### src/icache_params.svh
`ifndef ICACHE_PARAMS_SVH
`define ICACHE_PARAMS_SVH

// cache geometry, shared by the package and the storage arrays

// byte address width of the fetch and axi side
`define ICACHE_ADDR_W 32

// one instruction word, also the axi data width
`define ICACHE_WORD_W 64

// direct mapped, one line per index
`define ICACHE_LINES 16

// words per line, one axi beat each
`define ICACHE_LINE_WORDS 4

`endif

### src/icache_pkg.sv
package icache_pkg;

    `include "icache_params.svh"

    // address split: | tag | index | beat | byte |
    localparam int BYTE_OFF_W = $clog2(`ICACHE_WORD_W / 8);   // 3
    localparam int BEAT_W     = $clog2(`ICACHE_LINE_WORDS);   // 2
    localparam int INDEX_W    = $clog2(`ICACHE_LINES);        // 4
    localparam int OFFSET_W   = BYTE_OFF_W + BEAT_W;          // line offset, 5
    localparam int TAG_W      = `ICACHE_ADDR_W - OFFSET_W - INDEX_W;

    typedef logic [`ICACHE_ADDR_W-1:0] addr_t;
    typedef logic [`ICACHE_WORD_W-1:0] word_t;
    typedef logic [INDEX_W-1:0]        index_t;
    typedef logic [TAG_W-1:0]          tag_t;
    typedef logic [BEAT_W-1:0]         beat_t;

    localparam beat_t LAST_BEAT = beat_t'(`ICACHE_LINE_WORDS - 1);   // also arlen

    // fixed ar fields
    localparam logic [1:0] AXI_BURST_INCR      = 2'b01;
    localparam logic [2:0] AXI_PROT_INSTR      = 3'b100;   // unprivileged, secure, instr
    localparam logic [3:0] AXI_CACHE_NORMAL_NC = 4'b0010;  // normal non-cacheable

    // numeric order doubles as severity, okay lowest
    typedef enum logic [1:0] {
        OKAY   = 2'b00,
        EXOKAY = 2'b01,
        SLVERR = 2'b10,
        DECERR = 2'b11
    } axi_resp_e;

    typedef enum logic [1:0] {
        IDLE,
        LOOKUP,
        REFILL,
        RESP
    } fetch_state_e;

    typedef enum logic [1:0] {
        R_IDLE,
        R_ADDR,
        R_DATA
    } refill_state_e;

    function automatic index_t addr_index(addr_t addr);
        return addr[OFFSET_W +: INDEX_W];
    endfunction

    function automatic tag_t addr_tag(addr_t addr);
        return addr[`ICACHE_ADDR_W-1 -: TAG_W];
    endfunction

    function automatic beat_t addr_beat(addr_t addr);
        return addr[BYTE_OFF_W +: BEAT_W];
    endfunction

    // first byte of the line holding addr
    function automatic addr_t line_base(addr_t addr);
        return {addr[`ICACHE_ADDR_W-1:OFFSET_W], {OFFSET_W{1'b0}}};
    endfunction

endpackage

### src/refill_if.sv
// refill command from the controller, beats back from the axi master
interface refill_if;
    import icache_pkg::*;

    logic      cmd_valid;
    addr_t     cmd_addr;     // line aligned
    logic      cmd_ready;

    logic      beat_valid;   // no back-pressure on beats
    beat_t     beat_idx;     // word position in the line
    word_t     beat_data;
    logic      beat_last;
    axi_resp_e beat_resp;

    modport ctrl (
        output cmd_valid, cmd_addr,
        input  cmd_ready,
        input  beat_valid, beat_idx, beat_data, beat_last, beat_resp
    );

    modport master (
        input  cmd_valid, cmd_addr,
        output cmd_ready,
        output beat_valid, beat_idx, beat_data, beat_last, beat_resp
    );

    // array only watches the command to latch the line index and tag
    modport array (
        input cmd_valid, cmd_addr, cmd_ready,
        input beat_valid, beat_idx, beat_data, beat_last, beat_resp
    );

endinterface

### src/axi_refill_master.sv
module axi_refill_master (
    input  logic                   clock,
    input  logic                   reset,
    refill_if.master               refill,
    output logic                   ar_valid_o,
    input  logic                   ar_ready_i,
    output icache_pkg::addr_t      ar_addr_o,
    input  logic                   r_valid_i,
    output logic                   r_ready_o,
    input  icache_pkg::word_t      r_data_i,
    input  icache_pkg::axi_resp_e  r_resp_i,
    input  logic                   r_last_i
);
    import icache_pkg::*;

    refill_state_e state_q, state_d;
    addr_t         addr_q;       // held for the whole ar phase
    beat_t         beat_cnt_q;   // index of the next r beat
    logic          cmd_hs;
    logic          r_hs;

    assign cmd_hs = refill.cmd_valid && refill.cmd_ready;
    assign r_hs   = r_valid_i && r_ready_o;

    always_comb begin
        state_d = state_q;
        case (state_q)
            R_IDLE: begin
                if (cmd_hs) state_d = R_ADDR;
            end
            R_ADDR: begin
                if (ar_ready_i) state_d = R_DATA;    // ar accepted
            end
            R_DATA: begin
                if (r_hs && r_last_i) state_d = R_IDLE;
            end
            default: begin
                state_d = R_IDLE;
            end
        endcase
    end

    always_ff @(posedge clock or negedge reset) begin
        if (!reset) begin
            state_q <= R_IDLE;
        end else begin
            state_q <= state_d;
        end
    end

    always_ff @(posedge clock) begin
        if (cmd_hs) begin
            addr_q <= refill.cmd_addr;
        end
    end

    always_ff @(posedge clock or negedge reset) begin
        if (!reset) begin
            beat_cnt_q <= '0;
        end else if (cmd_hs) begin
            beat_cnt_q <= '0;
        end else if (r_hs) begin
            beat_cnt_q <= beat_cnt_q + 1'b1;   // wraps to 0 after the last beat
        end
    end

    // one line at a time
    assign refill.cmd_ready = (state_q == R_IDLE);

    assign ar_valid_o = (state_q == R_ADDR);
    assign ar_addr_o  = addr_q;
    assign r_ready_o  = (state_q == R_DATA);

    // beats pass straight through, tagged with their position
    assign refill.beat_valid = r_hs;
    assign refill.beat_idx   = beat_cnt_q;
    assign refill.beat_data  = r_data_i;
    assign refill.beat_last  = r_hs && r_last_i;
    assign refill.beat_resp  = r_resp_i;

    // ar must not change while the slave stalls
    property p_ar_stable;
        @(posedge clock) disable iff (!reset)
        ar_valid_o && !ar_ready_i |=> ar_valid_o && $stable(ar_addr_o);
    endproperty
    a_ar_stable: assert property (p_ar_stable)
        else $error("ar address changed while waiting for ar_ready");

    // slave must end the burst on the fourth beat, no earlier, no later
    property p_rlast_on_last_beat;
        @(posedge clock) disable iff (!reset)
        r_hs |-> (r_last_i == (beat_cnt_q == LAST_BEAT));
    endproperty
    a_rlast_on_last_beat: assert property (p_rlast_on_last_beat)
        else $error("rlast does not match beat count %0d", beat_cnt_q);

endmodule

### src/fetch_ctrl.sv
module fetch_ctrl (
    input  logic                   clock,
    input  logic                   reset,
    input  logic                   fetch_valid_i,
    input  icache_pkg::addr_t      fetch_addr_i,
    output logic                   fetch_ready_o,
    output logic                   resp_valid_o,
    output icache_pkg::word_t      resp_data_o,
    output icache_pkg::axi_resp_e  resp_err_o,
    input  logic                   resp_ready_i,
    output logic                   lookup_en_o,
    output icache_pkg::addr_t      lookup_addr_o,
    input  logic                   hit_i,
    input  icache_pkg::word_t      data_i,
    refill_if.ctrl                 refill
);
    import icache_pkg::*;

    fetch_state_e state_q, state_d;
    addr_t        addr_q;         // request in flight
    logic         cmd_valid_q;
    word_t        resp_data_q;    // compare register, held through RESP
    axi_resp_e    resp_err_q;     // worst beat response of the refill
    logic         req_hs;
    logic         cmd_hs;
    logic         beat_match;

    assign req_hs     = fetch_valid_i && fetch_ready_o;
    assign cmd_hs     = refill.cmd_valid && refill.cmd_ready;
    assign beat_match = refill.beat_valid && (refill.beat_idx == addr_beat(addr_q));

    // lookup goes out on the handshake itself, hit_i is ready in LOOKUP
    assign lookup_en_o   = req_hs;
    assign lookup_addr_o = fetch_addr_i;

    always_comb begin
        state_d = state_q;
        case (state_q)
            IDLE: begin
                if (req_hs) state_d = LOOKUP;
            end
            LOOKUP: begin
                state_d = hit_i ? RESP : REFILL;
            end
            REFILL: begin
                if (refill.beat_valid && refill.beat_last) state_d = RESP;
            end
            RESP: begin
                if (resp_ready_i) state_d = IDLE;
            end
            default: begin
                state_d = IDLE;
            end
        endcase
    end

    always_ff @(posedge clock or negedge reset) begin
        if (!reset) begin
            state_q <= IDLE;
        end else begin
            state_q <= state_d;
        end
    end

    always_ff @(posedge clock) begin
        if (req_hs) begin
            addr_q <= fetch_addr_i;
        end
    end

    // refill command raised on a miss, dropped once the master takes it
    always_ff @(posedge clock or negedge reset) begin
        if (!reset) begin
            cmd_valid_q <= 1'b0;
        end else if (state_q == LOOKUP && !hit_i) begin
            cmd_valid_q <= 1'b1;
        end else if (cmd_hs) begin
            cmd_valid_q <= 1'b0;
        end
    end

    always_ff @(posedge clock) begin
        if (state_q == LOOKUP && hit_i) begin
            resp_data_q <= data_i;             // hit, array word
        end else if (state_q == REFILL && beat_match) begin
            resp_data_q <= refill.beat_data;   // miss, the requested beat
        end
    end

    always_ff @(posedge clock) begin
        if (state_q == LOOKUP) begin
            resp_err_q <= OKAY;
        end else if (state_q == REFILL && refill.beat_valid
                     && refill.beat_resp > resp_err_q) begin
            resp_err_q <= refill.beat_resp;
        end
    end

    assign fetch_ready_o = (state_q == IDLE);   // one request at a time
    assign resp_valid_o  = (state_q == RESP);
    assign resp_data_o   = resp_data_q;
    assign resp_err_o    = resp_err_q;

    assign refill.cmd_valid = cmd_valid_q;
    assign refill.cmd_addr  = line_base(addr_q);

    // response held until the fetch unit takes it
    property p_resp_stable;
        @(posedge clock) disable iff (!reset)
        resp_valid_o && !resp_ready_i |=>
            resp_valid_o && $stable(resp_data_o) && $stable(resp_err_o);
    endproperty
    a_resp_stable: assert property (p_resp_stable)
        else $error("response changed under back-pressure");

endmodule

### src/icache_array.sv
`include "icache_params.svh"

module icache_array (
    input  logic               clock,
    input  logic               reset,
    input  logic               lookup_en_i,
    input  icache_pkg::addr_t  lookup_addr_i,
    output logic               hit_o,
    output icache_pkg::word_t  data_o,
    refill_if.array            refill
);
    import icache_pkg::*;

    tag_t  tag_mem  [`ICACHE_LINES];
    word_t data_mem [`ICACHE_LINES][`ICACHE_LINE_WORDS];
    logic [`ICACHE_LINES-1:0] valid_q;

    index_t fill_index_q;   // line under refill
    tag_t   fill_tag_q;
    logic   fill_ok_q;      // every beat so far came back okay

    index_t lk_index;
    logic   cmd_hs;

    assign lk_index = addr_index(lookup_addr_i);
    assign cmd_hs   = refill.cmd_valid && refill.cmd_ready;

    // registered lookup, result one cycle after lookup_en_i
    always_ff @(posedge clock or negedge reset) begin
        if (!reset) begin
            hit_o <= 1'b0;
        end else if (lookup_en_i) begin
            hit_o <= valid_q[lk_index] && (tag_mem[lk_index] == addr_tag(lookup_addr_i));
        end
    end

    always_ff @(posedge clock) begin
        if (lookup_en_i) begin
            data_o <= data_mem[lk_index][addr_beat(lookup_addr_i)];
        end
    end

    // target line taken from the command
    always_ff @(posedge clock) begin
        if (cmd_hs) begin
            fill_index_q <= addr_index(refill.cmd_addr);
            fill_tag_q   <= addr_tag(refill.cmd_addr);
        end
    end

    // beat writes, tag goes in with the last one
    always_ff @(posedge clock) begin
        if (refill.beat_valid) begin
            data_mem[fill_index_q][refill.beat_idx] <= refill.beat_data;
            if (refill.beat_last) begin
                tag_mem[fill_index_q] <= fill_tag_q;
            end
        end
    end

    always_ff @(posedge clock or negedge reset) begin
        if (!reset) begin
            fill_ok_q <= 1'b0;
        end else if (cmd_hs) begin
            fill_ok_q <= 1'b1;   // new burst, clean slate
        end else if (refill.beat_valid && refill.beat_resp != OKAY) begin
            fill_ok_q <= 1'b0;
        end
    end

    // line only becomes valid if the whole burst was okay
    always_ff @(posedge clock or negedge reset) begin
        if (!reset) begin
            valid_q <= '0;
        end else if (refill.beat_valid && refill.beat_last) begin
            valid_q[fill_index_q] <= fill_ok_q && (refill.beat_resp == OKAY);
        end
    end

    // controller must only refill a line that really missed
    property p_refill_only_on_miss;
        @(posedge clock) disable iff (!reset)
        refill.beat_valid |->
            !(valid_q[fill_index_q] && (tag_mem[fill_index_q] == fill_tag_q));
    endproperty
    a_refill_only_on_miss: assert property (p_refill_only_on_miss)
        else $error("refill beat for a line that already hits");

endmodule

### src/icache_top.sv
module icache_top (
    input  logic                   clock,
    input  logic                   reset,
    // fetch side
    input  logic                   fetch_valid_i,
    input  icache_pkg::addr_t      fetch_addr_i,
    output logic                   fetch_ready_o,
    output logic                   resp_valid_o,
    output icache_pkg::word_t      resp_data_o,
    output icache_pkg::axi_resp_e  resp_err_o,
    input  logic                   resp_ready_i,
    // axi ar channel
    output logic                   ar_valid_o,
    input  logic                   ar_ready_i,
    output icache_pkg::addr_t      ar_addr_o,
    output logic [7:0]             ar_len_o,
    output logic [2:0]             ar_size_o,
    output logic [1:0]             ar_burst_o,
    output logic [2:0]             ar_prot_o,
    output logic [3:0]             ar_cache_o,
    // axi r channel
    input  logic                   r_valid_i,
    output logic                   r_ready_o,
    input  icache_pkg::word_t      r_data_i,
    input  icache_pkg::axi_resp_e  r_resp_i,
    input  logic                   r_last_i
);
    import icache_pkg::*;

    logic  lookup_en;
    addr_t lookup_addr;
    logic  hit;
    word_t array_data;

    refill_if u_refill_if ();

    icache_array u_icache_array (
        .clock         (clock),
        .reset         (reset),
        .lookup_en_i   (lookup_en),
        .lookup_addr_i (lookup_addr),
        .hit_o         (hit),
        .data_o        (array_data),
        .refill        (u_refill_if.array)
    );

    axi_refill_master u_axi_refill_master (
        .clock      (clock),
        .reset      (reset),
        .refill     (u_refill_if.master),
        .ar_valid_o (ar_valid_o),
        .ar_ready_i (ar_ready_i),
        .ar_addr_o  (ar_addr_o),
        .r_valid_i  (r_valid_i),
        .r_ready_o  (r_ready_o),
        .r_data_i   (r_data_i),
        .r_resp_i   (r_resp_i),
        .r_last_i   (r_last_i)
    );

    fetch_ctrl u_fetch_ctrl (
        .clock         (clock),
        .reset         (reset),
        .fetch_valid_i (fetch_valid_i),
        .fetch_addr_i  (fetch_addr_i),
        .fetch_ready_o (fetch_ready_o),
        .resp_valid_o  (resp_valid_o),
        .resp_data_o   (resp_data_o),
        .resp_err_o    (resp_err_o),
        .resp_ready_i  (resp_ready_i),
        .lookup_en_o   (lookup_en),
        .lookup_addr_o (lookup_addr),
        .hit_i         (hit),
        .data_i        (array_data),
        .refill        (u_refill_if.ctrl)
    );

    // every refill is the same whole-line incr burst
    assign ar_len_o   = 8'(LAST_BEAT);    // 4 beats
    assign ar_size_o  = 3'(BYTE_OFF_W);   // 8 bytes per beat
    assign ar_burst_o = AXI_BURST_INCR;
    assign ar_prot_o  = AXI_PROT_INSTR;
    assign ar_cache_o = AXI_CACHE_NORMAL_NC;

endmodule

### config.mk
export PLATFORM = sky130hd
export DESIGN_NAME = icache_top
export DESIGN_NICKNAME = d
export VERILOG_FILES = /design/src/icache_pkg.sv /design/src/refill_if.sv /design/src/axi_refill_master.sv /design/src/fetch_ctrl.sv /design/src/icache_array.sv /design/src/icache_top.sv
export VERILOG_INCLUDE_DIRS = /design/src /design/src/src
export SDC_FILE = /design/constraint.sdc
export NUM_CORES = 2
export LEC_CHECK = 0
export BUFFER_PORTS_ARGS = -buffer_cell sky130_fd_sc_hd__clkbuf_2
export CORE_UTILIZATION = 49
export DETAILED_ROUTE_END_ITERATION = 8
export GPL_TIMING_DRIVEN = 0
export PLACE_DENSITY = 0.68
export SYNTH_ARGS = -nofsm -noshare
export SYNTH_HDL_FRONTEND = slang
export SYNTH_HIERARCHICAL = 1
export SYNTH_MEMORY_MAX_BITS = 65536
export SYNTH_SLANG_ARGS = --single-unit
### constraint.sdc
create_clock -name clock -period 6.9 [get_ports clock]
set_clock_uncertainty 0.1 [all_clocks]
set_input_delay 0 -clock clock [delete_from_list [all_inputs] [get_ports clock]]
set_output_delay 0 -clock clock [all_outputs]
set_load 0.1 [all_outputs]
==> qor.tcl <==
set qor(grt_max_degree) 66
set qor(worst_hold_path_type) {in2reg}
set qor(worstSkewPairLatency_ns) 0.98
set qor(root_buffer) {sky130_fd_sc_hd__clkbuf_16}
set qor(critPathMaxFanout) 20
set qor(cp.arrival_ns) 5.18
set qor(area_growth_pct) 16.7
set qor(maximum_single_stage_delay_on_the_critical_path_ns) 0.70
set qor(place_hpwl_um) 310000
set qor(synthesis.yosys.warnings) 6
set qor(path_depth) 10
set qor(cts.htree.levels) 5
set qor(cts_max_path_buffers) 4
set qor(met2_layer_usage_reported_by_global_route_pct) 41.3
set qor(start_util_pct) 49.4
set qor(grt-busiest-layer) {met2}
set qor(cts_repair_resize_count) 0
set qor(drive_gt1_share_pct) 35.7
set qor(dr_pass1_iterations) 6
set qor(synth_area_um2) 179000
set qor(critPathKind) {reg2reg}
set qor(floorplan.rows) 221
set qor(floorplan.die.width_um) 607
set qor(achievable-frequency_ghz) 0.217
set qor(crit_path_top_delay_cell) {sky130_fd_sc_hd__nor2_4}
set qor(io_buffer_count) 137
set qor(coreArea_um2) 363000
set qor(gpl.final_weighted_congestion) 0.816
set qor(worstPathCellList) {and2b_1 > and2_1 > inv_1 > or3_1 > clkbuf_1 > clkbuf_1 > nor2_4 > buf_16 > buf_16 > buf_12}
set qor(tightestPinTransition_ns) 1.34
set qor(routed_wl_um) 478000
set qor(average_cell_area_after_synthesis_um2) 25.5
set qor(final-setup-viol-count) 0
set qor(postSynthCellCount) 7044
set qor(dr.first_iter.drc_count) 12840
set qor(power_frac_seq_pct) 52.7
set qor(max_cap_violations) 0
set qor(reg2regPathDepth) 10
set qor(swShare_pct) 22.2
set qor(post_drt_wl_per_cell_um) 35.8
set qor(antenna_violating_nets_post_route) 0
set qor(cts_sinks) 4707
set qor(final_clock_period_utilization_by_the_worst_path_pct) 66.7
set qor(power.share.combinational_pct) 6.7
set qor(pwr-share-clk_pct) 40.6
set qor(first_pass_grt_wire_length_um) 665000
set qor(cellInternalPower_w) 0.0476
set qor(start_kind) {register}
set qor(critical-path-top-delay-family) {simple AND/OR/NAND/NOR gates}
set qor(layout.cell_area.non_filler_um2) 209000
set qor(maxSlewHeadroom_pct) 10.4
set qor(status) {finished, final reports clean}
set qor(via_count) 85142
set qor(mostFrequentLayoutCell) {sky130_fd_sc_hd__edfxtp_1}
set qor(crit_required_ns) 7.48
set qor(met3_usage_pct) 5.36
set qor(post_drt_via_cell_ratio) 6.38
set qor(ios) 227
set qor(drcViolationCount) 0
set qor(shortest_clock_period_the_worst_path_allows_after_layout_ns) 4.60
set qor(net-switching-power_w) 0.0136
set qor(chipHeight_um) 607
set qor(post_cts_buffers) 0
set qor(cp.buffers_inverters) 6
set qor(setup_repair_after_global_routing_missed_its_margin) {no}
set qor(floorplan.die_area_um2) 369000
set qor(grt_pass1_vias) 84922
set qor(p_leak_nw) 65.6
set qor(final_util_pct) 57.6
set qor(timing.reg2reg.setup_slack_ns) 2.30
set qor(post_route_setup_tns_ns) 0
set qor(slew_viols_final) 0
set qor(critical_path.endpoint_type) {register}
set qor(min_delay_path_depth) 2
set qor(final_cell_mix) {sky130_fd_sc_hd__edfxtp_1, sky130_fd_sc_hd__mux4_2, sky130_fd_sc_hd__clkbuf_16}
set qor(placed_inst_area_um2) 192000
set qor(antenna_found_initial) 41
set qor(cts_tree) {yes}
set qor(vdd_drop_max_v) 0.000264
set qor(grt.overflow.total) 0
set qor(fin_total_pwr_w) 0.0613
set qor(global_route.usage.total_pct) 26.1
set qor(power-per-cell-area_nw_per_um2) 293
set qor(global_route.usage.met1_pct) 36.2
set qor(tritoncts.num_buffers) 451
set qor(worst_setup_hold_path_clk_slew_ns) 0.06
set qor(finalHoldViolations) 0
set qor(final_net_count) 8228
layout make-up:
class	count	area, um2
Fill cell	25123	154000
Sequential cell	4707	141000
Multi-Input combinational cell	1857	36100
Clock buffer	525	11700
Timing Repair Buffer	598	8220
Tap cell	4794	6000
Clock inverter	310	3220
Buffer	491	2790
Antenna cell	42	105
Inverter	11	41.3
routing by layer:
layer / part of all wire, % / vias to the layer above
met2: 48 / 5568
li1: - / 32747
met1: 37 / 45910
met5: 0.017 / -
met3: 11 / 907
met4: 4.0 / 10
per-stage QoR:
| stage | hold WS, ns | instances | setup slack, ns |
|---|---|---|---|
| after detailed placement | -0.0443 | 12222 | 2.29 |
| after floorplan | -0.396 | 7066 | 1.25 |
| final | 0.0242 | 13335 | 2.30 |
| after global routing | 0.0488 | 13306 | 2.25 |
| after CTS | 0.000488 | 13293 | 2.42 |
| after global placement | -0.0689 | 11997 | -3.52 |
path summary, 6_finish.rpt:
kind / from / endpoint
max: u_axi_refill_master/state_q[0]$_DFFE_PN0P_ / u_icache_array/data_mem[12][225]$_DFFE_PP_
min: r_data_i[42] / u_icache_array/data_mem[14][106]$_DFFE_PP_
max reg2reg: u_axi_refill_master/state_q[0]$_DFFE_PN0P_ / u_icache_array/data_mem[12][225]$_DFFE_PP_
min reg2reg: u_icache_array/valid_q[14]$_DFFE_PN0P_ / u_icache_array/valid_q[14]$_DFFE_PN0P_
max in group asynchronous: reset / u_icache_array/valid_q[14]$_DFFE_PN0P_
min in group asynchronous: reset / u_icache_array/valid_q[2]$_DFFE_PN0P_
timing repair:
item,4_1_cts,5_1_grt
setup endpoints to repair,0,0
endpoints found under the hold margin,4333,0
hold buffers,236,0
sequential cells by signal, summed over array words and instances (netlist names), 4 cells and up:
register	flops
u_icache_array/data_mem	4096
u_icache_array/tag_mem	368
u_fetch_ctrl/resp_data_o	64
u_icache_array/data_o	64
u_axi_refill_master/ar_addr_o	32
u_fetch_ctrl/addr_q	29
u_icache_array/fill_tag_q	23
u_icache_array/valid_q	16
u_icache_array/fill_index_q	4
worst register-to-register path: cells and delay by family (launching register included):
| family | cells | cell delay, ns |
|---|---|---|
| buffers and inverters | 6 | 1.83 |
| flip-flops | 1 | 0.45 |
| AND/OR/NAND/NOR | 4 | 1.92 |
power groups by stage:
| stage | logic (W) | clock network (W) | registers [W] |
|---|---|---|---|
| floorplan | 0.00210 | 0 | 0.0332 |
| detailed placement | 0.00389 | 0 | 0.0329 |
| CTS | 0.00410 | 0.0252 | 0.0323 |
| global route | 0.00426 | 0.0262 | 0.0323 |
| finish | 0.00409 | 0.0249 | 0.0323 |
| global placement | 0.00366 | 0 | 0.0329 |
Power figures use the tool's default switching activity.
